[config.mk]
export PLATFORM = sky130hd
export DESIGN_NAME = frv_core_top
export DESIGN_NICKNAME = d
export VERILOG_FILES = /design/src/frv_pkg.sv /design/src/frv_stage_if.sv /design/src/frv_fetch_buffer.sv /design/src/frv_decode.sv /design/src/frv_forward.sv /design/src/frv_gprs.sv /design/src/frv_execute.sv /design/src/frv_writeback.sv /design/src/frv_core_top.sv
export VERILOG_INCLUDE_DIRS = /design/src
export SDC_FILE = /design/constraint.sdc
export NUM_CORES = 2
export LEC_CHECK = 0
export BUFFER_PORTS_ARGS = -buffer_cell sky130_fd_sc_hd__buf_2
export CAP_MARGIN = 20
export CORE_MARGIN = 2
export CORE_UTILIZATION = 45
export DETAILED_ROUTE_END_ITERATION = 8
export SYNTH_ARGS = -nofsm -noshare
export SYNTH_HDL_FRONTEND = slang
export SYNTH_SLANG_ARGS = --single-unit
[constraint.sdc]
create_clock -name g_clk -period 5.36 [get_ports g_clk]
set_input_delay 0.268 -clock g_clk [delete_from_list [all_inputs] [get_ports g_clk]]
set_output_delay 0.268 -clock g_clk [all_outputs]
set_load 0.05 [all_outputs]
[src/frv_defs.svh]
// Shared widths, reset PC and RISC-V encoding fields for the integer pipeline.
// Include wherever a width or an opcode field is needed.

`ifndef FRV_DEFS_SVH
`define FRV_DEFS_SVH

`define FRV_XLEN            32               // Data word width
`define FRV_REG_AW          5                // Register index width
`define FRV_PC_RESET_VALUE  32'h8000_0000    // PC of first accepted instruction
`define FRV_PC_STEP         32'd4            // PC increment per instruction

// ------------------------------------------------------------------------
// Major opcodes and function fields

`define FRV_OPC_OP          7'b0110011       // Register-register ALU
`define FRV_OPC_OP_IMM      7'b0010011       // Register-immediate ALU

`define FRV_F3_ADD          3'b000           // ADD, SUB, ADDI
`define FRV_F3_SLL          3'b001
`define FRV_F3_XOR          3'b100
`define FRV_F3_SRL          3'b101
`define FRV_F3_OR           3'b110
`define FRV_F3_AND          3'b111

`define FRV_F7_ALT          7'b0100000       // Selects SUB over ADD

`endif

[src/frv_pkg.sv]
// Types shared by every pipeline stage.
// Refer to them by scoped names, e.g. frv_pkg::frv_word_t.
`default_nettype none

`include "frv_defs.svh"

package frv_pkg;

    typedef logic [`FRV_XLEN-1:0]   frv_word_t;     // One data word
    typedef logic [`FRV_REG_AW-1:0] frv_reg_addr_t; // Register index

    // Micro-ops carried from decode to execute
    typedef enum logic [3:0] {
        UOP_ADD,
        UOP_SUB,
        UOP_AND,
        UOP_OR,
        UOP_XOR,
        UOP_SLL,
        UOP_SRL,
        UOP_ADDI,
        UOP_NOP                                     // Unsupported encoding
    } frv_uop_e;

endpackage

`default_nettype wire

[src/frv_stage_if.sv]
// Stage-to-stage links of the pipeline, all on the valid/busy handshake.
// A transfer happens on a clock edge with valid high and busy low.
`timescale 1ns/1ps
`default_nettype none

// Fetch buffer to decode
interface frv_fetch_if;
    logic               valid;
    logic               busy;
    frv_pkg::frv_word_t pc;
    frv_pkg::frv_word_t instr;

    modport sender   (output valid, pc, instr, input busy);
    modport receiver (input valid, pc, instr, output busy);
endinterface

// Decode to execute
interface frv_issue_if;
    logic                   valid;
    logic                   busy;
    frv_pkg::frv_uop_e      uop;
    frv_pkg::frv_word_t     opr_a;
    frv_pkg::frv_word_t     opr_b;
    frv_pkg::frv_reg_addr_t rd;
    frv_pkg::frv_word_t     pc;
    frv_pkg::frv_word_t     instr;

    modport sender   (output valid, uop, opr_a, opr_b, rd, pc, instr, input busy);
    modport receiver (input valid, uop, opr_a, opr_b, rd, pc, instr, output busy);
endinterface

// Execute to writeback
interface frv_result_if;
    logic                   valid;
    logic                   busy;
    frv_pkg::frv_reg_addr_t rd;
    frv_pkg::frv_word_t     wdata;
    frv_pkg::frv_word_t     pc;
    frv_pkg::frv_word_t     instr;

    modport sender   (output valid, rd, wdata, pc, instr, input busy);
    modport receiver (input valid, rd, wdata, pc, instr, output busy);
endinterface

`default_nettype wire

[src/frv_fetch_buffer.sv]
// Input side of the pipeline. Takes instruction words off the valid/busy
// stream, tags each one with its PC and holds it until decode takes it.
`timescale 1ns/1ps
`default_nettype none

`include "frv_defs.svh"

module frv_fetch_buffer (
    input  logic               g_clk,
    input  logic               arst_n,
    input  logic               in_valid,
    input  frv_pkg::frv_word_t in_instr,
    output logic               in_busy,
    frv_fetch_if.sender        fetch
);

    frv_pkg::frv_word_t pc_next;                    // PC for the next accepted word
    logic               take;                       // Word accepted this cycle

    assign in_busy = fetch.valid && fetch.busy;     // Full and decode stalled
    assign take    = in_valid && !in_busy;

    always_ff @(posedge g_clk or negedge arst_n) begin
        if (!arst_n) begin
            fetch.valid <= 1'b0;
            pc_next     <= `FRV_PC_RESET_VALUE;
        end else if (!in_busy) begin
            fetch.valid <= in_valid;                // Drains when nothing arrives
            if (in_valid) begin
                pc_next <= pc_next + `FRV_PC_STEP;
            end
        end
    end

    always_ff @(posedge g_clk) begin
        if (take) begin
            fetch.pc    <= pc_next;
            fetch.instr <= in_instr;
        end
    end

endmodule

`default_nettype wire

[src/frv_decode.sv]
// Decode stage. Maps an instruction word onto a micro-op, collects the
// forwarded source operands and loads the issue register for execute.
// Unsupported encodings travel on as NOPs with no destination.
`timescale 1ns/1ps
`default_nettype none

`include "frv_defs.svh"

module frv_decode (
    input  logic                   g_clk,
    input  logic                   arst_n,
    frv_fetch_if.receiver          fetch,
    frv_issue_if.sender            issue,
    output frv_pkg::frv_reg_addr_t rs1_addr,
    output frv_pkg::frv_reg_addr_t rs2_addr,
    input  frv_pkg::frv_word_t     rs1_data,
    input  frv_pkg::frv_word_t     rs2_data
);

    logic [6:0]         opcode;
    logic [2:0]         funct3;
    logic [6:0]         funct7;
    frv_pkg::frv_uop_e  uop;
    frv_pkg::frv_word_t imm_i;                      // Sign extended I-type immediate
    logic               take;

    assign opcode   = fetch.instr[6:0];
    assign funct3   = fetch.instr[14:12];
    assign funct7   = fetch.instr[31:25];
    assign rs1_addr = fetch.instr[19:15];
    assign rs2_addr = fetch.instr[24:20];
    assign imm_i    = {{(`FRV_XLEN-12){fetch.instr[31]}}, fetch.instr[31:20]};

    // ------------------------------------------------------------------------
    // Opcode match

    always_comb begin
        uop = frv_pkg::UOP_NOP;
        if (opcode == `FRV_OPC_OP_IMM && funct3 == `FRV_F3_ADD) begin
            uop = frv_pkg::UOP_ADDI;
        end else if (opcode == `FRV_OPC_OP && funct7 == `FRV_F7_ALT) begin
            if (funct3 == `FRV_F3_ADD) begin
                uop = frv_pkg::UOP_SUB;             // SRA and friends stay NOP
            end
        end else if (opcode == `FRV_OPC_OP && funct7 == 7'd0) begin
            case (funct3)
                `FRV_F3_ADD: uop = frv_pkg::UOP_ADD;
                `FRV_F3_SLL: uop = frv_pkg::UOP_SLL;
                `FRV_F3_XOR: uop = frv_pkg::UOP_XOR;
                `FRV_F3_SRL: uop = frv_pkg::UOP_SRL;
                `FRV_F3_OR:  uop = frv_pkg::UOP_OR;
                `FRV_F3_AND: uop = frv_pkg::UOP_AND;
                default:     uop = frv_pkg::UOP_NOP; // SLT, SLTU
            endcase
        end
    end

    // ------------------------------------------------------------------------
    // Issue register

    assign fetch.busy = issue.valid && issue.busy;  // Hold while execute stalls
    assign take       = fetch.valid && !fetch.busy;

    always_ff @(posedge g_clk or negedge arst_n) begin
        if (!arst_n) begin
            issue.valid <= 1'b0;
        end else if (!fetch.busy) begin
            issue.valid <= fetch.valid;
        end
    end

    always_ff @(posedge g_clk) begin
        if (take) begin
            issue.uop   <= uop;
            issue.opr_a <= rs1_data;
            issue.opr_b <= (uop == frv_pkg::UOP_ADDI) ? imm_i : rs2_data;
            issue.rd    <= (uop == frv_pkg::UOP_NOP) ? '0 : fetch.instr[11:7];
            issue.pc    <= fetch.pc;
            issue.instr <= fetch.instr;
        end
    end

endmodule

`default_nettype wire

[src/frv_forward.sv]
// Operand forwarding for decode. Each source takes the youngest in-flight
// result with a matching non-zero destination, else the register file value.
`timescale 1ns/1ps
`default_nettype none

module frv_forward (
    input  frv_pkg::frv_reg_addr_t rs1_addr,
    input  frv_pkg::frv_reg_addr_t rs2_addr,
    input  frv_pkg::frv_word_t     rs1_gpr,
    input  frv_pkg::frv_word_t     rs2_gpr,
    input  logic                   ex_valid,
    input  frv_pkg::frv_reg_addr_t ex_rd,
    input  frv_pkg::frv_word_t     ex_wdata,
    input  logic                   wb_valid,
    input  frv_pkg::frv_reg_addr_t wb_rd,
    input  frv_pkg::frv_word_t     wb_wdata,
    output frv_pkg::frv_word_t     rs1_data,
    output frv_pkg::frv_word_t     rs2_data
);

    logic rs1_nz;                                   // Source is not x0
    logic rs2_nz;

    assign rs1_nz = (rs1_addr != '0);
    assign rs2_nz = (rs2_addr != '0);

    // Nearest stage wins and x0 never forwards
    assign rs1_data = (rs1_nz && ex_valid && ex_rd == rs1_addr) ? ex_wdata :
                      (rs1_nz && wb_valid && wb_rd == rs1_addr) ? wb_wdata : rs1_gpr;
    assign rs2_data = (rs2_nz && ex_valid && ex_rd == rs2_addr) ? ex_wdata :
                      (rs2_nz && wb_valid && wb_rd == rs2_addr) ? wb_wdata : rs2_gpr;

endmodule

`default_nettype wire

[src/frv_gprs.sv]
// General purpose register file. Two asynchronous read ports, one write
// port; x0 always reads zero and ignores writes.
`timescale 1ns/1ps
`default_nettype none

`include "frv_defs.svh"

module frv_gprs (
    input  logic                   g_clk,
    input  logic                   arst_n,
    input  frv_pkg::frv_reg_addr_t rs1_addr,
    input  frv_pkg::frv_reg_addr_t rs2_addr,
    output frv_pkg::frv_word_t     rs1_data,
    output frv_pkg::frv_word_t     rs2_data,
    input  logic                   gpr_wen,
    input  frv_pkg::frv_reg_addr_t gpr_rd,
    input  frv_pkg::frv_word_t     gpr_wdata
);

    frv_pkg::frv_word_t regs [1:(1<<`FRV_REG_AW)-1]; // No storage for x0

    always_ff @(posedge g_clk or negedge arst_n) begin
        if (!arst_n) begin
            for (int i = 1; i < (1 << `FRV_REG_AW); i++) begin
                regs[i] <= '0;
            end
        end else if (gpr_wen && gpr_rd != '0) begin
            regs[gpr_rd] <= gpr_wdata;
        end
    end

    assign rs1_data = (rs1_addr == '0) ? '0 : regs[rs1_addr];
    assign rs2_data = (rs2_addr == '0) ? '0 : regs[rs2_addr];

endmodule

`default_nettype wire

[src/frv_execute.sv]
// Execute stage. Runs the ALU on the issued micro-op, exports the result
// for forwarding and loads the result register for writeback.
`timescale 1ns/1ps
`default_nettype none

module frv_execute (
    input  logic                   g_clk,
    input  logic                   arst_n,
    frv_issue_if.receiver          issue,
    frv_result_if.sender           result,
    output logic                   ex_valid,
    output frv_pkg::frv_reg_addr_t ex_rd,
    output frv_pkg::frv_word_t     ex_wdata
);

    frv_pkg::frv_word_t alu;
    logic               take;

    // ------------------------------------------------------------------------
    // ALU

    always_comb begin
        case (issue.uop)
            frv_pkg::UOP_ADD,
            frv_pkg::UOP_ADDI: alu = issue.opr_a + issue.opr_b;   // Wraps
            frv_pkg::UOP_SUB:  alu = issue.opr_a - issue.opr_b;
            frv_pkg::UOP_AND:  alu = issue.opr_a & issue.opr_b;
            frv_pkg::UOP_OR:   alu = issue.opr_a | issue.opr_b;
            frv_pkg::UOP_XOR:  alu = issue.opr_a ^ issue.opr_b;
            frv_pkg::UOP_SLL:  alu = issue.opr_a << issue.opr_b[4:0];
            frv_pkg::UOP_SRL:  alu = issue.opr_a >> issue.opr_b[4:0]; // Logical
            default:           alu = '0;                              // NOP
        endcase
    end

    assign ex_valid = issue.valid;                  // Youngest forward source
    assign ex_rd    = issue.rd;
    assign ex_wdata = alu;

    // ------------------------------------------------------------------------
    // Result register

    assign issue.busy = result.valid && result.busy;
    assign take       = issue.valid && !issue.busy;

    always_ff @(posedge g_clk or negedge arst_n) begin
        if (!arst_n) begin
            result.valid <= 1'b0;
        end else if (!issue.busy) begin
            result.valid <= issue.valid;
        end
    end

    always_ff @(posedge g_clk) begin
        if (take) begin
            result.rd    <= issue.rd;
            result.wdata <= alu;
            result.pc    <= issue.pc;
            result.instr <= issue.instr;
        end
    end

endmodule

`default_nettype wire

[src/frv_writeback.sv]
// Writeback stage. Commits each result to the register file as it moves
// into the trace register, then presents it until the consumer takes it.
// Instructions still waiting in the result register are forwarded from here.
`timescale 1ns/1ps
`default_nettype none

module frv_writeback (
    input  logic                   g_clk,
    input  logic                   arst_n,
    frv_result_if.receiver         result,
    input  logic                   trs_busy,
    output logic                   trs_valid,
    output frv_pkg::frv_word_t     trs_pc,
    output frv_pkg::frv_word_t     trs_instr,
    output frv_pkg::frv_reg_addr_t trs_rd,
    output frv_pkg::frv_word_t     trs_wdata,
    output logic                   wb_valid,
    output frv_pkg::frv_reg_addr_t wb_rd,
    output frv_pkg::frv_word_t     wb_wdata,
    output logic                   gpr_wen,
    output frv_pkg::frv_reg_addr_t gpr_rd,
    output frv_pkg::frv_word_t     gpr_wdata
);

    logic take;

    assign result.busy = trs_valid && trs_busy;     // Trace consumer stall
    assign take        = result.valid && !result.busy;

    // Not yet in the register file, so offered for forwarding
    assign wb_valid  = result.valid;
    assign wb_rd     = result.rd;
    assign wb_wdata  = result.wdata;

    assign gpr_wen   = take;                        // One write per instruction
    assign gpr_rd    = result.rd;
    assign gpr_wdata = result.wdata;

    // ------------------------------------------------------------------------
    // Trace register

    always_ff @(posedge g_clk or negedge arst_n) begin
        if (!arst_n) begin
            trs_valid <= 1'b0;
        end else if (!result.busy) begin
            trs_valid <= result.valid;
        end
    end

    always_ff @(posedge g_clk) begin
        if (take) begin
            trs_pc    <= result.pc;
            trs_instr <= result.instr;
            trs_rd    <= result.rd;
            trs_wdata <= result.wdata;
        end
    end

endmodule

`default_nettype wire

[src/frv_core_top.sv]
// Top level of the in-order integer pipeline. Instructions enter on the
// in_* stream and every retired instruction leaves on the trs_* trace port.
`timescale 1ns/1ps
`default_nettype none

module frv_core_top (
    input  logic                   g_clk,
    input  logic                   arst_n,
    input  logic                   in_valid,
    input  frv_pkg::frv_word_t     in_instr,
    output logic                   in_busy,
    output logic                   trs_valid,
    output frv_pkg::frv_word_t     trs_pc,
    output frv_pkg::frv_word_t     trs_instr,
    output frv_pkg::frv_reg_addr_t trs_rd,
    output frv_pkg::frv_word_t     trs_wdata,
    input  logic                   trs_busy
);

    frv_pkg::frv_reg_addr_t rs1_addr;               // Decode source addresses
    frv_pkg::frv_reg_addr_t rs2_addr;
    frv_pkg::frv_word_t     rs1_gpr;                // Raw register file data
    frv_pkg::frv_word_t     rs2_gpr;
    frv_pkg::frv_word_t     rs1_fwd;                // Forwarded operands
    frv_pkg::frv_word_t     rs2_fwd;
    logic                   ex_valid;
    frv_pkg::frv_reg_addr_t ex_rd;
    frv_pkg::frv_word_t     ex_wdata;
    logic                   wb_valid;
    frv_pkg::frv_reg_addr_t wb_rd;
    frv_pkg::frv_word_t     wb_wdata;
    logic                   gpr_wen;
    frv_pkg::frv_reg_addr_t gpr_rd;
    frv_pkg::frv_word_t     gpr_wdata;

    frv_fetch_if  fetch_bus  ();
    frv_issue_if  issue_bus  ();
    frv_result_if result_bus ();

    // ------------------------------------------------------------------------
    // Stages

    frv_fetch_buffer i_fetch (
        .g_clk    (g_clk    ),
        .arst_n   (arst_n   ),
        .in_valid (in_valid ),
        .in_instr (in_instr ),
        .in_busy  (in_busy  ),
        .fetch    (fetch_bus)
    );

    frv_decode i_decode (
        .g_clk    (g_clk    ),
        .arst_n   (arst_n   ),
        .fetch    (fetch_bus),
        .issue    (issue_bus),
        .rs1_addr (rs1_addr ),
        .rs2_addr (rs2_addr ),
        .rs1_data (rs1_fwd  ),
        .rs2_data (rs2_fwd  )
    );

    frv_forward i_forward (
        .rs1_addr (rs1_addr ),
        .rs2_addr (rs2_addr ),
        .rs1_gpr  (rs1_gpr  ),
        .rs2_gpr  (rs2_gpr  ),
        .ex_valid (ex_valid ),
        .ex_rd    (ex_rd    ),
        .ex_wdata (ex_wdata ),
        .wb_valid (wb_valid ),
        .wb_rd    (wb_rd    ),
        .wb_wdata (wb_wdata ),
        .rs1_data (rs1_fwd  ),
        .rs2_data (rs2_fwd  )
    );

    frv_gprs i_gprs (
        .g_clk     (g_clk    ),
        .arst_n    (arst_n   ),
        .rs1_addr  (rs1_addr ),
        .rs2_addr  (rs2_addr ),
        .rs1_data  (rs1_gpr  ),
        .rs2_data  (rs2_gpr  ),
        .gpr_wen   (gpr_wen  ),
        .gpr_rd    (gpr_rd   ),
        .gpr_wdata (gpr_wdata)
    );

    frv_execute i_execute (
        .g_clk    (g_clk     ),
        .arst_n   (arst_n    ),
        .issue    (issue_bus ),
        .result   (result_bus),
        .ex_valid (ex_valid  ),
        .ex_rd    (ex_rd     ),
        .ex_wdata (ex_wdata  )
    );

    frv_writeback i_writeback (
        .g_clk     (g_clk     ),
        .arst_n    (arst_n    ),
        .result    (result_bus),
        .trs_busy  (trs_busy  ),
        .trs_valid (trs_valid ),
        .trs_pc    (trs_pc    ),
        .trs_instr (trs_instr ),
        .trs_rd    (trs_rd    ),
        .trs_wdata (trs_wdata ),
        .wb_valid  (wb_valid  ),
        .wb_rd     (wb_rd     ),
        .wb_wdata  (wb_wdata  ),
        .gpr_wen   (gpr_wen   ),
        .gpr_rd    (gpr_rd    ),
        .gpr_wdata (gpr_wdata )
    );

endmodule

`default_nettype wire

==> summary.txt <==
Status
  • Status: complete, no violations

CTS
  • Clock Tree Buf Depth: 3
  • CTS tree: yes
  • Root buffer cell: clkbuf_16
  • Cts repair resizes: 0
  • Clk sinks: 1,421
  • TritonCTS Buffers: 154
  • H-tree depth: 4
  • Clock-pin slew on the worst setup and hold paths: 0.07 ns
  • # hold bufs at CTS: 35
  • Clk_lat worst skew: 0.82 ns
  • Post CTS Setup Buffer Count: 0

Final layout
  • Share of cells above drive strength 1: 44.53%
  • Fin nets: 5,320
  • Final Core Density: 50.83%
  • Multi-input gate area: 35,940 um^2
  • Most frequent cells in the layout: 1,092 x mux2_2, 1,025 x dfrtp_1, 614 x mux4_2, 395 x edfxtp_1, 183 x nor2_1
  • Area grow syn2layout: 12.39%
  • Design area: 84,800 um^2
  • Reg area: 37,540 um^2
  • Fill cell total of the finished layout: 13.98k
  • Most common cell after layout, fill and taps aside: mux2_2

Power and ir drop
  • Leak: 35.79 nW
  • Worst VDD drop: 0.0002182 V
  • Cell Pwr Density: 444.9 nW/um^2

Routing
  • DR vias: 48.34k
  • Drt initial violations: 4,671
  • WL/cell: 32.19 um
  • Drt first pass iters: 5
  • WL final: 241,900 um
  • DRT antenna net count: 0
  • DRC: 0
  • Drt via density: 6.434

Timing
  • Fmax: 205.3 MHz
  • Max-Slew Margin vs Limit: 21.83%
  • Final period util: 90.89%
  • Endpoints failing hold: 0
  • Worst Max-Slew Pin Slew: 1.173 ns
  • Post-layout min period: 4.872 ns
  • Final slew viol count: 0
  • Endpoints failing setup: 0
  • RSZ-0062 raised after global routing: false
  • Clock skew: 0.03728 ns
  • Final hold slack: 0.1293 ns
  • Setup TNS: 0 ns

Floorplan
  • Die ar.: 171,000 um^2
  • Starting density of the core: 45.22%
  • Top Ports: 139
  • Die Y-Extent: 413.5 um
  • Core box area: 166,800 um^2
  • Die Wd: 413.5 um
  • Num rows: 150

Run
  • MaxCap Viol Count: 0

Setup path
  • Crit-path max cell delay: 0.60 ns
  • Crit. End Element: flop
  • Buf/Inv on CP: 0
  • Crit path cell chain: or4_4 > nor3_4 > nand2_1 > or3_1 > nor2_1 > a41oi_1 > xnor2_1 > ha_1 > a21oi_1 > nor2b_1 > nor2_1 > o21ai_0 > a21oi_1 > o21ai_0 > or3_1 > a31oi_1 > a221oi_1
  • Slowest cell on the critical path: or4_4
  • Req. time, crit path: 5.88 ns
  • R2R cell count: 17
  • CP Class: flop to flop
  • Worst Path Max Fanout: 7
  • Cell count along the critical path: 17
  • Critical Path Source Type: flop
  • Critical Path AT: 5.39 ns
  • Cell family with most CP delay: simple AND/OR/NAND/NOR gates

Global route
  • GRT overflow: 0
  • GR Util All Layers: 28.49%
  • Vias in the first global route: 48.87k
  • First-pass GRT wire length: 352,100 um
  • Initial antenna violation count: 13
  • Largest net degree at the start of global routing: 125

Placement
  • Port Buffers: 136
  • Placed inst area: 79,320 um^2
  • Final HPWL DP: 153,100 um
  • Routability cong.: 0.9746

Synthesis
  • Sequential-to-total area share from yosys stat: 49.75%
  • Netlist Area Pre-Place: 75,450 um^2
  • Mapped Cells: 5,104
  • Netlist cell types: 81
  • Synth Register Bits: 1,421
  • Post-synth ARST share: 72.20%
  • Syn. warnings: 0
  • Synth Flop Type: dfrtp_1
  • Avg Synthesized Cell Area: 14.78 um^2
  • Post-synth EDFFs: 395

Min path
  • Hold Path Class: primary input to async pin
synth_stat cells, types with 20 or more instances:
library cell / instances / area share (%)
xor2_1: 33 / 0.38
a22o_1: 62 / 0.72
nand2_1: 144 / 0.72
dfrtp_1: 1025 / 34
o21ai_0: 106 / 0.70
inv_1: 90 / 0.45
nor2_1: 199 / 0.99
mux2i_1: 77 / 1.0
a221oi_1: 54 / 0.63
o211ai_1: 27 / 0.27
a21oi_1: 173 / 1.1
edfxtp_1: 395 / 16
buf_4: 20 / 0.20
nor2b_1: 24 / 0.20
ha_1: 98 / 1.6
xnor2_1: 66 / 0.77
buf_1: 87 / 0.43
nand2b_1: 20 / 0.17
buf_2: 91 / 0.60
nand3_1: 33 / 0.22
mux2_2: 1092 / 16
clkbuf_1: 266 / 1.3
a22oi_1: 40 / 0.40
a211oi_1: 28 / 0.28
a31oi_1: 20 / 0.17
nor3_1: 25 / 0.17
mux4_2: 614 / 18
layer usage:
layer	global-route usage, %	routed length (um)	vias up	share of wire, %
li1	-	-	19980	-
met1	39.71	101300	26000	42
met2	44.74	113700	1875	47
met3	5.195	17350	483	7.2
met4	10.39	9445	10	3.9
met5	0	76	-	0.031
kinds of logic after synthesis:
logic type	share of synthesized area, %
other	0.004970
xor gates and xnor gates	1.171
buffers and inverters	3.011
and+or+nand+nor	3.187
DFF	49.75
AOI/OAI and AO/OA	5.578
adders and majority gates	1.652
muxes	35.65
final cells by class:
type | instances | area share [%]
Tap cell | 2204 | 3.252
Antenna cell | 2 | 0.005902
Sequential cell | 1421 | 44.26
Clock inverter | 63 | 0.8557
Timing Repair Buffer | 388 | 3.727
Multi-Input combinational cell | 3129 | 42.38
Clock buffer | 215 | 5.109
Inverter | 91 | 0.4028
report_power, final:
| part | internal (W) | switching (W) | total [W] |
|---|---|---|---|
| sequential | 0.0140 | 0.00202 | 0.0160 |
| combinational | 0.00570 | 0.00533 | 0.0110 |
| clock | 0.00605 | 0.00464 | 0.0107 |
path summary, 6_finish.rpt:
path / slack, ns / start / end
setup / recovery: 0.49 / i_decode.issue.opr_b[7] / i_decode.issue.opr_b[29]
hold / removal: 0.13 / arst_n / i_gprs.regs[262]
setup reg to reg: 0.49 / i_decode.issue.opr_b[7] / i_decode.issue.opr_b[29]
hold reg to reg: 0.42 / i_fetch.fetch.pc[27] / i_decode.issue.pc[27]
max in group asynchronous: 3.87 / arst_n / i_gprs.regs[259]
min in group g_clk: 0.19 / in_instr[17] / i_fetch.fetch.instr[17]
sequential cells by signal, indices dropped and copies added (netlist names), 30 cells and up:
name and cells:
i_fetch.fetch.pc 30, i_writeback.trs_instr 32, i_execute.result.instr 32, i_execute.result.wdata 32
i_execute.result.pc 30, i_decode.issue.pc 30, i_fetch.pc_next 30, i_decode.issue.opr_a 32
i_decode.issue.instr 32, i_decode.issue.opr_b 32, i_fetch.fetch.instr 32, i_gprs.regs 992
i_writeback.trs_pc 30, i_writeback.trs_wdata 32
stage by stage:
step	worst slack [ns]	std cells	power, W
floorplan	0.5332	5105	0.02350
global placement	0.6602	7187	0.02675
detailed placement	0.5895	7195	0.02703
CTS	0.5594	7508	0.03780
global route	0.1589	7512	0.03942
finish	0.4881	7513	0.03773
Note: power is estimated with default switching activity, not from simulation.
